==> config.mk <==
export PLATFORM = sky130hd
export DESIGN_NAME = tl_xbar
export DESIGN_NICKNAME = d
export VERILOG_FILES = /design/src/design/tl_chan_pkg.sv /design/src/design/tl_map_pkg.sv /design/src/design/tl_xbar.sv /design/src/design/tl_resp_router.sv /design/src/design/tl_a_buffer.sv /design/src/design/tl_req_arbiter.sv /design/src/design/tl_addr_decode.sv
export VERILOG_INCLUDE_DIRS = /design/src /design/src/design
export SDC_FILE = /design/constraint.sdc
export NUM_CORES = 1
export LEC_CHECK = 0
export BUFFER_PORTS_ARGS = -buffer_cell sky130_fd_sc_hd__buf_2
export CAP_MARGIN = 10
export CORE_AREA = 5 5 231 233
export CTS_BUF_LIST = sky130_fd_sc_hd__clkbuf_2 sky130_fd_sc_hd__clkbuf_4 sky130_fd_sc_hd__clkbuf_8
export CTS_CLUSTER_SIZE = 40
export DETAILED_ROUTE_END_ITERATION = 8
export DIE_AREA = 0 0 236 238
export PLACE_DENSITY_LB_ADDON = 0.12
export SYNTH_ARGS = -nofsm -noshare
export SYNTH_HDL_FRONTEND = slang
export SYNTH_SLANG_ARGS = --single-unit
==> constraint.sdc <==
create_clock -name clk_i -period 12.65 [get_ports clk_i]
set_input_delay 2.53 -clock clk_i [delete_from_list [all_inputs] [get_ports clk_i]]
set_output_delay 2.53 -clock clk_i [all_outputs]
set_load 0.005 [all_outputs]
==> src/design/tl_defs.svh <==
// TileLink crossbar build constants
// Port counts, field widths and the position of the master id in the source field
`ifndef TL_DEFS_SVH
`define TL_DEFS_SVH

// Crossbar size
`define TL_MASTER_NUM 2
`define TL_SLAVE_NUM 2

// Channel field widths
`define TL_ADDR_W 32
`define TL_DATA_W 32
`define TL_SRC_W 4

// Source bits naming the issuing master
`define TL_SRC_MID_LSB 3
`define TL_SRC_MID_MSB 3

// Request buffer in front of each slave
`define TL_BUF_DEPTH 2

`endif
==> src/design/tl_chan_pkg.sv <==
// TileLink A and D channel types
// Field vectors and the channel payload structs carried through the crossbar
`default_nettype none

`include "tl_defs.svh"

package tl_chan_pkg;

    typedef logic [`TL_ADDR_W-1:0]   tl_addr_t;
    typedef logic [`TL_DATA_W-1:0]   tl_data_t;
    typedef logic [`TL_SRC_W-1:0]    tl_source_t;
    typedef logic [2:0]              tl_opcode_t;
    typedef logic [`TL_DATA_W/8-1:0] tl_mask_t;

    // Request payload, 75 bits
    typedef struct packed {
        tl_opcode_t opcode;
        tl_source_t source;
        tl_addr_t   address;
        tl_mask_t   mask;
        tl_data_t   data;
    } tl_a_chan_t;

    // Response payload, 39 bits
    typedef struct packed {
        tl_opcode_t opcode;
        tl_source_t source;
        tl_data_t   data;
    } tl_d_chan_t;

endpackage

`default_nettype wire

==> src/design/tl_map_pkg.sv <==
// Crossbar memory map types
// One address region per slave plus the one-hot select vectors
`default_nettype none

`include "tl_defs.svh"

package tl_map_pkg;

    // End address is inclusive
    typedef struct packed {
        tl_chan_pkg::tl_addr_t start_addr;
        tl_chan_pkg::tl_addr_t end_addr;
        logic                  en;
    } tl_region_t;

    typedef logic [`TL_SLAVE_NUM-1:0]  tl_slave_sel_t;
    typedef logic [`TL_MASTER_NUM-1:0] tl_master_sel_t;

endpackage

`default_nettype wire

==> src/design/tl_xbar.sv <==
// Two-by-two TileLink crossbar, A and D channels
// Decode, arbitrate and buffer requests per slave, route responses per master
`timescale 1ns/1ps
`default_nettype none

`include "tl_defs.svh"

module tl_xbar (
    input  logic                                         clk_i,
    input  logic                                         rst_i,
    input  logic [`TL_MASTER_NUM-1:0]                    m_a_valid_i,
    output logic [`TL_MASTER_NUM-1:0]                    m_a_ready_o,
    input  tl_chan_pkg::tl_a_chan_t [`TL_MASTER_NUM-1:0] m_a_bits_i,
    output logic [`TL_MASTER_NUM-1:0]                    m_d_valid_o,
    input  logic [`TL_MASTER_NUM-1:0]                    m_d_ready_i,
    output tl_chan_pkg::tl_d_chan_t [`TL_MASTER_NUM-1:0] m_d_bits_o,
    output logic [`TL_SLAVE_NUM-1:0]                     s_a_valid_o,
    input  logic [`TL_SLAVE_NUM-1:0]                     s_a_ready_i,
    output tl_chan_pkg::tl_a_chan_t [`TL_SLAVE_NUM-1:0]  s_a_bits_o,
    input  logic [`TL_SLAVE_NUM-1:0]                     s_d_valid_i,
    output logic [`TL_SLAVE_NUM-1:0]                     s_d_ready_o,
    input  tl_chan_pkg::tl_d_chan_t [`TL_SLAVE_NUM-1:0]  s_d_bits_i,
    input  tl_map_pkg::tl_region_t [`TL_SLAVE_NUM-1:0]   region_map_i
);
    import tl_chan_pkg::*;
    import tl_map_pkg::*;

    // Request and ready matrices, both orientations
    tl_slave_sel_t  [`TL_MASTER_NUM-1:0] a_sel;
    tl_slave_sel_t  [`TL_MASTER_NUM-1:0] a_req_ms;
    tl_master_sel_t [`TL_SLAVE_NUM-1:0]  a_req_sm;
    tl_master_sel_t [`TL_SLAVE_NUM-1:0]  a_rdy_sm;
    tl_slave_sel_t  [`TL_MASTER_NUM-1:0] a_rdy_ms;
    tl_slave_sel_t  [`TL_MASTER_NUM-1:0] d_rdy_ms;

    logic       [`TL_SLAVE_NUM-1:0] push;
    logic       [`TL_SLAVE_NUM-1:0] full;
    tl_a_chan_t [`TL_SLAVE_NUM-1:0] push_bits;

    // ----------------------------------------
    // Request path
    // ----------------------------------------
    for (genvar m = 0; m < `TL_MASTER_NUM; m++) begin : g_master_a
        tl_addr_decode u_decode (
            .addr_i       (m_a_bits_i[m].address),
            .region_map_i (region_map_i),
            .slave_sel_o  (a_sel[m])
        );
        assign a_req_ms[m]    = a_sel[m] & {`TL_SLAVE_NUM{m_a_valid_i[m]}};
        assign m_a_ready_o[m] = |a_rdy_ms[m];
    end

    for (genvar s = 0; s < `TL_SLAVE_NUM; s++) begin : g_transpose_s
        for (genvar m = 0; m < `TL_MASTER_NUM; m++) begin : g_transpose_m
            assign a_req_sm[s][m] = a_req_ms[m][s];
            assign a_rdy_ms[m][s] = a_rdy_sm[s][m];
        end
    end

    for (genvar s = 0; s < `TL_SLAVE_NUM; s++) begin : g_slave_a
        tl_req_arbiter u_arb (
            .clk_i       (clk_i),
            .rst_i       (rst_i),
            .req_i       (a_req_sm[s]),
            .a_bits_i    (m_a_bits_i),
            .ready_o     (a_rdy_sm[s]),
            .push_o      (push[s]),
            .push_bits_o (push_bits[s]),
            .full_i      (full[s])
        );

        tl_a_buffer u_buf (
            .clk_i       (clk_i),
            .rst_i       (rst_i),
            .push_i      (push[s]),
            .push_bits_i (push_bits[s]),
            .full_o      (full[s]),
            .a_valid_o   (s_a_valid_o[s]),
            .a_ready_i   (s_a_ready_i[s]),
            .a_bits_o    (s_a_bits_o[s])
        );
    end

    // ----------------------------------------
    // Response path
    // ----------------------------------------
    for (genvar m = 0; m < `TL_MASTER_NUM; m++) begin : g_master_d
        tl_resp_router #(
            .MASTER_IDX (m)
        ) u_router (
            .clk_i     (clk_i),
            .rst_i     (rst_i),
            .d_valid_i (s_d_valid_i),
            .d_bits_i  (s_d_bits_i),
            .d_ready_o (d_rdy_ms[m]),
            .d_valid_o (m_d_valid_o[m]),
            .d_ready_i (m_d_ready_i[m]),
            .d_bits_o  (m_d_bits_o[m])
        );
    end

    // Only one router can claim a response
    always_comb begin
        s_d_ready_o = '0;
        for (int m = 0; m < `TL_MASTER_NUM; m++) begin
            s_d_ready_o = s_d_ready_o | d_rdy_ms[m];
        end
    end

endmodule

`default_nettype wire

==> src/design/tl_resp_router.sv <==
// D channel router for one master
// Claims responses by source master id, round-robin over slaves
`timescale 1ns/1ps
`default_nettype none

`include "tl_defs.svh"

module tl_resp_router #(
    parameter int MASTER_IDX = 0
) (
    input  logic                                        clk_i,
    input  logic                                        rst_i,
    input  tl_map_pkg::tl_slave_sel_t                   d_valid_i,
    input  tl_chan_pkg::tl_d_chan_t [`TL_SLAVE_NUM-1:0] d_bits_i,
    output tl_map_pkg::tl_slave_sel_t                   d_ready_o,
    output logic                                        d_valid_o,
    input  logic                                        d_ready_i,
    output tl_chan_pkg::tl_d_chan_t                     d_bits_o
);
    import tl_map_pkg::*;

    localparam int MID_W = `TL_SRC_MID_MSB - `TL_SRC_MID_LSB + 1;
    localparam int IDX_W = (`TL_SLAVE_NUM > 1) ? $clog2(`TL_SLAVE_NUM) : 1;

    typedef logic [MID_W-1:0] mid_t;
    typedef logic [IDX_W-1:0] slv_idx_t;
    typedef enum logic {RSP_OPEN, RSP_HOLD} rsp_state_e;

    localparam mid_t MY_ID = mid_t'(MASTER_IDX);

    rsp_state_e    state_q;
    slv_idx_t      ptr_q;
    slv_idx_t      hold_idx_q;
    tl_slave_sel_t claim;
    slv_idx_t      gnt_idx;
    logic          gnt_vld;

    // Responses addressed to this master
    always_comb begin
        for (int s = 0; s < `TL_SLAVE_NUM; s++) begin
            claim[s] = d_valid_i[s] &&
                       (d_bits_i[s].source[`TL_SRC_MID_MSB:`TL_SRC_MID_LSB] == MY_ID);
        end
    end

    // Held choice first, otherwise rotate from the pointer
    always_comb begin
        gnt_idx = ptr_q;
        gnt_vld = 1'b0;
        if (state_q == RSP_HOLD) begin
            gnt_idx = hold_idx_q;
            gnt_vld = claim[hold_idx_q];
        end else begin
            for (int k = `TL_SLAVE_NUM-1; k >= 0; k--) begin
                if (claim[(int'(ptr_q) + k) % `TL_SLAVE_NUM]) begin
                    gnt_idx = slv_idx_t'((int'(ptr_q) + k) % `TL_SLAVE_NUM);
                    gnt_vld = 1'b1;
                end
            end
        end
    end

    assign d_valid_o = gnt_vld;
    assign d_bits_o  = d_bits_i[gnt_idx];

    always_comb begin
        d_ready_o = '0;
        d_ready_o[gnt_idx] = gnt_vld && d_ready_i;
    end

    always_ff @(posedge clk_i) begin
        if (rst_i) begin
            state_q    <= RSP_OPEN;
            ptr_q      <= '0;
            hold_idx_q <= '0;
        end else begin
            if (gnt_vld && d_ready_i) begin
                state_q <= RSP_OPEN;
                ptr_q   <= slv_idx_t'((int'(gnt_idx) + 1) % `TL_SLAVE_NUM);
            end else if (gnt_vld) begin
                // Master stalled, keep this slave
                state_q    <= RSP_HOLD;
                hold_idx_q <= gnt_idx;
            end
        end
    end

endmodule

`default_nettype wire

==> src/design/tl_a_buffer.sv <==
// Request buffer for one slave port
// Small registered FIFO, head entry drives the slave A channel
`timescale 1ns/1ps
`default_nettype none

`include "tl_defs.svh"

module tl_a_buffer (
    input  logic                    clk_i,
    input  logic                    rst_i,
    input  logic                    push_i,
    input  tl_chan_pkg::tl_a_chan_t push_bits_i,
    output logic                    full_o,
    output logic                    a_valid_o,
    input  logic                    a_ready_i,
    output tl_chan_pkg::tl_a_chan_t a_bits_o
);
    import tl_chan_pkg::*;

    localparam int DEPTH = `TL_BUF_DEPTH;
    localparam int PTR_W = (DEPTH > 1) ? $clog2(DEPTH) : 1;

    typedef logic [PTR_W-1:0] buf_ptr_t;
    typedef logic [PTR_W:0]   buf_cnt_t;

    tl_a_chan_t mem_q [DEPTH];
    buf_ptr_t   wr_ptr_q;
    buf_ptr_t   rd_ptr_q;
    buf_cnt_t   cnt_q;
    logic       do_push;
    logic       do_pop;

    function automatic buf_ptr_t ptr_inc(input buf_ptr_t ptr);
        return (ptr == buf_ptr_t'(DEPTH-1)) ? '0 : ptr + 1'b1;
    endfunction

    assign full_o    = (cnt_q == buf_cnt_t'(DEPTH));
    assign a_valid_o = (cnt_q != '0);
    assign a_bits_o  = mem_q[rd_ptr_q];

    assign do_push = push_i && !full_o;
    assign do_pop  = a_valid_o && a_ready_i;

    // Storage
    always_ff @(posedge clk_i) begin
        if (do_push) begin
            mem_q[wr_ptr_q] <= push_bits_i;
        end
    end

    // Pointers and fill level
    always_ff @(posedge clk_i) begin
        if (rst_i) begin
            wr_ptr_q <= '0;
            rd_ptr_q <= '0;
            cnt_q    <= '0;
        end else begin
            if (do_push) begin
                wr_ptr_q <= ptr_inc(wr_ptr_q);
            end
            if (do_pop) begin
                rd_ptr_q <= ptr_inc(rd_ptr_q);
            end
            case ({do_push, do_pop})
                2'b10:   cnt_q <= cnt_q + 1'b1;
                2'b01:   cnt_q <= cnt_q - 1'b1;
                default: cnt_q <= cnt_q;
            endcase
        end
    end

endmodule

`default_nettype wire

==> src/design/tl_req_arbiter.sv <==
// A channel arbiter for one slave
// Round-robin among requesting masters, grant held until the push goes through
`timescale 1ns/1ps
`default_nettype none

`include "tl_defs.svh"

module tl_req_arbiter (
    input  logic                                         clk_i,
    input  logic                                         rst_i,
    input  tl_map_pkg::tl_master_sel_t                   req_i,
    input  tl_chan_pkg::tl_a_chan_t [`TL_MASTER_NUM-1:0] a_bits_i,
    output tl_map_pkg::tl_master_sel_t                   ready_o,
    output logic                                         push_o,
    output tl_chan_pkg::tl_a_chan_t                      push_bits_o,
    input  logic                                         full_i
);
    import tl_map_pkg::*;

    localparam int IDX_W = (`TL_MASTER_NUM > 1) ? $clog2(`TL_MASTER_NUM) : 1;

    typedef logic [IDX_W-1:0] mst_idx_t;
    typedef enum logic {ARB_OPEN, ARB_HOLD} arb_state_e;

    arb_state_e state_q;
    mst_idx_t   ptr_q;
    mst_idx_t   hold_idx_q;
    mst_idx_t   pick_idx;
    logic       pick_vld;
    mst_idx_t   gnt_idx;
    logic       gnt_vld;

    // ----------------------------------------
    // Grant selection
    // ----------------------------------------

    // Search starts at the pointer, nearest requester wins
    always_comb begin
        pick_idx = ptr_q;
        pick_vld = 1'b0;
        for (int k = `TL_MASTER_NUM-1; k >= 0; k--) begin
            if (req_i[(int'(ptr_q) + k) % `TL_MASTER_NUM]) begin
                pick_idx = mst_idx_t'((int'(ptr_q) + k) % `TL_MASTER_NUM);
                pick_vld = 1'b1;
            end
        end
    end

    // A held winner keeps the grant while the buffer is full
    always_comb begin
        if (state_q == ARB_HOLD) begin
            gnt_idx = hold_idx_q;
            gnt_vld = req_i[hold_idx_q];
        end else begin
            gnt_idx = pick_idx;
            gnt_vld = pick_vld;
        end
    end

    assign push_o      = gnt_vld && !full_i;
    assign push_bits_o = a_bits_i[gnt_idx];

    always_comb begin
        ready_o = '0;
        ready_o[gnt_idx] = push_o;
    end

    // ----------------------------------------
    // Lock state and pointer
    // ----------------------------------------
    always_ff @(posedge clk_i) begin
        if (rst_i) begin
            state_q    <= ARB_OPEN;
            ptr_q      <= '0;
            hold_idx_q <= '0;
        end else begin
            case (state_q)
                ARB_OPEN: begin
                    if (gnt_vld && full_i) begin
                        state_q    <= ARB_HOLD;
                        hold_idx_q <= gnt_idx;
                    end
                end
                ARB_HOLD: begin
                    if (push_o) begin
                        state_q <= ARB_OPEN;
                    end
                end
                default: state_q <= ARB_OPEN;
            endcase
            // Move past the winner
            if (push_o) begin
                ptr_q <= mst_idx_t'((int'(gnt_idx) + 1) % `TL_MASTER_NUM);
            end
        end
    end

endmodule

`default_nettype wire

==> src/design/tl_addr_decode.sv <==
// Address decoder for one master
// Matches the request address against the region map, gives a one-hot slave select
`timescale 1ns/1ps
`default_nettype none

`include "tl_defs.svh"

module tl_addr_decode (
    input  tl_chan_pkg::tl_addr_t                      addr_i,
    input  tl_map_pkg::tl_region_t [`TL_SLAVE_NUM-1:0] region_map_i,
    output tl_map_pkg::tl_slave_sel_t                  slave_sel_o
);
    import tl_map_pkg::*;

    tl_slave_sel_t hit;

    // Region compare per slave
    always_comb begin
        hit = '0;
        for (int s = 0; s < `TL_SLAVE_NUM; s++) begin
            hit[s] = region_map_i[s].en &&
                     (addr_i >= region_map_i[s].start_addr) &&
                     (addr_i <= region_map_i[s].end_addr);
        end
    end

    // Lowest index wins, last slave catches misses
    always_comb begin
        slave_sel_o = '0;
        slave_sel_o[`TL_SLAVE_NUM-1] = 1'b1;
        for (int s = `TL_SLAVE_NUM-1; s >= 0; s--) begin
            if (hit[s]) begin
                slave_sel_o    = '0;
                slave_sel_o[s] = 1'b1;
            end
        end
    end

endmodule

`default_nettype wire

==> results.txt <==
----------------------------------------------------
[Outcome]
  Result of the run ... finished clean

[CTS]
  CTS hold repair buffers ... 0
  Setup bufs post-CTS ... 0
  Worst-Skew Late Latency ... 640 ps
  TritonCTS buffer count ... 56
  Count of H-tree levels built during CTS ... 2
  Post-cts repair resize count ... 0
  Clk root buf ... sky130_fd_sc_hd__clkbuf_8
  Clk buf depth ... 3
  Register clock-pin slew on the reported worst setup and hold paths ... 50 ps
  Clock Sinks ... ~320
  CTS tree ... built

[Synth]
  Synth area leader ... sky130_fd_sc_hd__edfxtp_1
  Average footprint of a synthesized cell ... 13.4 sq um
  Register bit count reported by yosys ... 322
  Top area cells in the synthesized netlist ... sky130_fd_sc_hd__edfxtp_1 50%, sky130_fd_sc_hd__mux2_2 18%, sky130_fd_sc_hd__ha_1 9.1%
  Commonest cells in the netlist ... 300 x sky130_fd_sc_hd__edfxtp_1, 289 x sky130_fd_sc_hd__mux2_2, 147 x sky130_fd_sc_hd__nand2_1
  Most numerous cell in the Yosys netlist ... sky130_fd_sc_hd__edfxtp_1
  Number of synthesized flops with an enable pin ... 300
  Proportion of synthesized flip-flops having asynchronous set or reset ... 0
  Area fraction of the dominant cell type after synthesis ... 0.504
  Post-Synthesis Cells ... 1332
  Dominant register cell in the synthesized netlist ... sky130_fd_sc_hd__edfxtp_1
  Mapped Area ... 17900 sq um
  Syn nets ... 1830
  Share of synthesized area occupied by flip-flops and latches ... 0.528
  Count of different cell masters after synthesis ... 63
  Number of synthesis warnings ... 0

[Global routing]
  Antenna violations before repair ... 20
  Pin count of the biggest net entering global routing ... 59
  GRT Util Overall ... 0.204
  Vias in the first global route ... 13700
  First-pass GRT wire length ... 86.3 mm
  Total grt overflow ... 0

[Power and ir drop]
  Total net switching power ... 1140 uW
  Combinational power share ... 0.326
  Share of power burned in the clock network ... 0.263
  Register share of total power ... 0.411
  Static leakage power ... 0.00966 uW
  Areal power density over the cells ... 162 nW/um^2
  Net switching share of the total power ... 0.314
  Internal Power ... 2490 uW
  Maximum VDD drop ... between 0.08 and 0.09 mV
  Overall power ... about 3600 uW

[Floorplan]
  Area of the die ... 56200 sq um
  Core outline area ... 51000 sq um
  Die height ... approximately 240 microns
  Chip Width ... 236 microns
  Top-level I/O count ... a little over 600
  Standard-cell rows ... 83
  Initial core utilization ... 0.351

[Detailed routing]
  Detailed-route wire length per cell ... 22.9 microns
  Violation count after the first detailed-routing iteration ... 443
  Pre-antenna DRT Iters ... 4
  Number of nets with antenna violations after routing ... 0
  Drt total wl ... 60.0 mm
  Via count ... 13000
  Via density per instance ... approximately 5.0
  Number of remaining DRC errors ... 0

[Finish]
  Final net count ... approximately 2400
  Area Growth Syn to Fin ... 25.3%
  Layout cell share with drive strength beyond 1 ... 0.512

[Timing]
  Worst clock skew ... about 34 ps
  Number of failing setup endpoints in the final timing report ... 0
  Final period utilization ... 0.687
  Setup TNS ... 0 ps
  Post-layout minimum cycle time ... 8690 ps
  Setup repair after global routing missed its margin ... no
  Final hold violation count ... 0
  Highest clock rate ... 0.115 GHz
  Slew Viols, Final ... 0
  Relative slew slack ... 0.195
  Tightest Pin Transition ... 1210 ps

[Placement]
  Input/output buffers ... 538
  DP HPWL ... 44.8 mm
  Final RePlAce weighted congestion ... 0.936

[Worst setup path]
  Largest fanout on the critical path ... 5
  Critical path class ... in -> out
  Kind of launch point of the worst setup path ... input port
  Arrival time worst endpoint ... 6160 ps
  Required time of the worst setup path ... 10120 ps
  Setup crit end kind ... primary output

[Hold path]
  Hold Crit Class ... reg -> reg

[Run]
  Max-cap violations ... 0

----------------------------------------------------
-- layer usage --
metal,GRT usage,up-vias,wire length [microns]
met5,0,-,63
li1,-,6141,-
met4,0.0503,10,1280
met2,0.373,405,30800
met1,0.241,6342,24400
met3,0.0491,88,3450
-- worst paths after layout --
check                              startpoint                               to  slack [ps]  cells after the start
setup / recovery             region_map_i[35]                   m_a_ready_o[0]        3960                     14
hold / removal    g_slave_a[0].u_buf.wr_ptr_q      g_slave_a[0].u_buf.wr_ptr_q         500                      2
setup reg to reg                     register  g_slave_a[1].u_buf.mem_q[0][39]        9170                      6
hold reg to reg   g_slave_a[0].u_buf.wr_ptr_q      g_slave_a[0].u_buf.wr_ptr_q         500                      2
-- worst max-delay path, cell delays in order --
cell and delay, ps:
sky130_fd_sc_hd__buf_2 110, sky130_fd_sc_hd__inv_1 60, sky130_fd_sc_hd__ha_1 280, sky130_fd_sc_hd__a211o_1 290, sky130_fd_sc_hd__a31oi_1 150, sky130_fd_sc_hd__o221ai_1 230, sky130_fd_sc_hd__a311o_1 410, sky130_fd_sc_hd__a311o_1 370
sky130_fd_sc_hd__a21boi_0 420, sky130_fd_sc_hd__o22ai_1 140, sky130_fd_sc_hd__nor3_1 560, sky130_fd_sc_hd__inv_1 220, sky130_fd_sc_hd__o21ai_0 220, sky130_fd_sc_hd__buf_2 180
-- layout make-up --
| class | count | area (sq um) |
|---|---|---|
| antenna | 9 | 22.5 |
| sequential | 322 | 9460 |
| clock buffer | 71 | 890 |
| multi-input combinational | 884 | 7920 |
| inverter | 75 | 284 |
| timing repair buffer | 549 | 2780 |
| fill | 4864 | 28600 |
| tap | 680 | 851 |
| clock inverter | 28 | 216 |
-- sequential cells by signal, indices dropped and copies added, names as in the netlist, named ones only --
| register | cells |
|---|---|
| g_slave_a.u_buf.rd_ptr_q | 2 |
| g_slave_a.u_buf.wr_ptr_q | 2 |
| g_master_d.u_router.hold_idx_q | 2 |
| g_slave_a.u_arb.ptr_q | 2 |
| g_slave_a.u_buf.cnt_q | 4 |
| g_master_d.u_router.state_q | 2 |
| g_slave_a.u_buf.mem_q | 300 |
| g_master_d.u_router.ptr_q | 2 |
| g_slave_a.u_arb.hold_idx_q | 2 |
-- logic make-up (layout without fill, tap and decap cells) --
kind of cell,count (synthesis),after routing,share of synthesized area
adder cells (fa/ha/maj),132,132,0.0921
AO/OA/AOI/OAI,142,142,0.0525
flip-flops,322,322,0.528
buffers and inverters,126,723,0.0323
AND/OR/NAND/NOR,261,261,0.0662
multiplexers,343,343,0.226
XOR/XNOR,6,6,0.00294
other,0,9,0
-- per-stage QoR --
step | instances | utilization | cell area, sq um | hold slack [ps] | worst slack [ps]
detailed placement | 2510 | 0.417 | 21300 | 489 | 3960
global route | 2616 | 0.440 | 22400 | 533 | 3680
CTS | 2609 | 0.439 | 22400 | 498 | 3950
floorplan | 1332 | - | 17900 | 462 | 4060
global placement | 2510 | 0.417 | 21300 | 480 | 4040
finish | 2618 | 0.440 | 22400 | 496 | 3960
-- power groups by stage --
stage | registers [uW] | logic (uW) | clock network, uW
3_3_place_gp | 1510 | 1210 | 0
3_5_place_dp | 1520 | 1210 | 0
5_1_grt | 1510 | 1290 | 1050
6_report | 1490 | 1190 | 955
2_1_floorplan | 1490 | 708 | 0
4_1_cts | 1500 | 1220 | 989
-- cells in the final DEF (no fill, tap or decap), types with 5 or more instances in the layout --
cell,count
sky130_fd_sc_hd__mux2_2,289
sky130_fd_sc_hd__clkbuf_4,14
sky130_fd_sc_hd__nand2_1,147
sky130_fd_sc_hd__buf_2,538
sky130_fd_sc_hd__a21oi_1,49
sky130_fd_sc_hd__nor3_1,8
sky130_fd_sc_hd__nor2b_1,11
sky130_fd_sc_hd__and2_1,6
sky130_fd_sc_hd__dfxtp_1,20
sky130_fd_sc_hd__nand4_1,22
sky130_fd_sc_hd__nor2_1,26
sky130_fd_sc_hd__diode_2,9
sky130_fd_sc_hd__clkbuf_8,57
sky130_fd_sc_hd__buf_4,11
sky130_fd_sc_hd__nand3_1,14
sky130_fd_sc_hd__or3_1,5
sky130_fd_sc_hd__edfxtp_1,300
sky130_fd_sc_hd__o21ai_0,20
sky130_fd_sc_hd__inv_1,74
sky130_fd_sc_hd__clkinv_1,14
sky130_fd_sc_hd__a21o_1,18
sky130_fd_sc_hd__clkinv_2,7
sky130_fd_sc_hd__a211oi_1,7
sky130_fd_sc_hd__mux2_4,49
sky130_fd_sc_hd__ha_1,130
(Power assumes the default switching activity.)
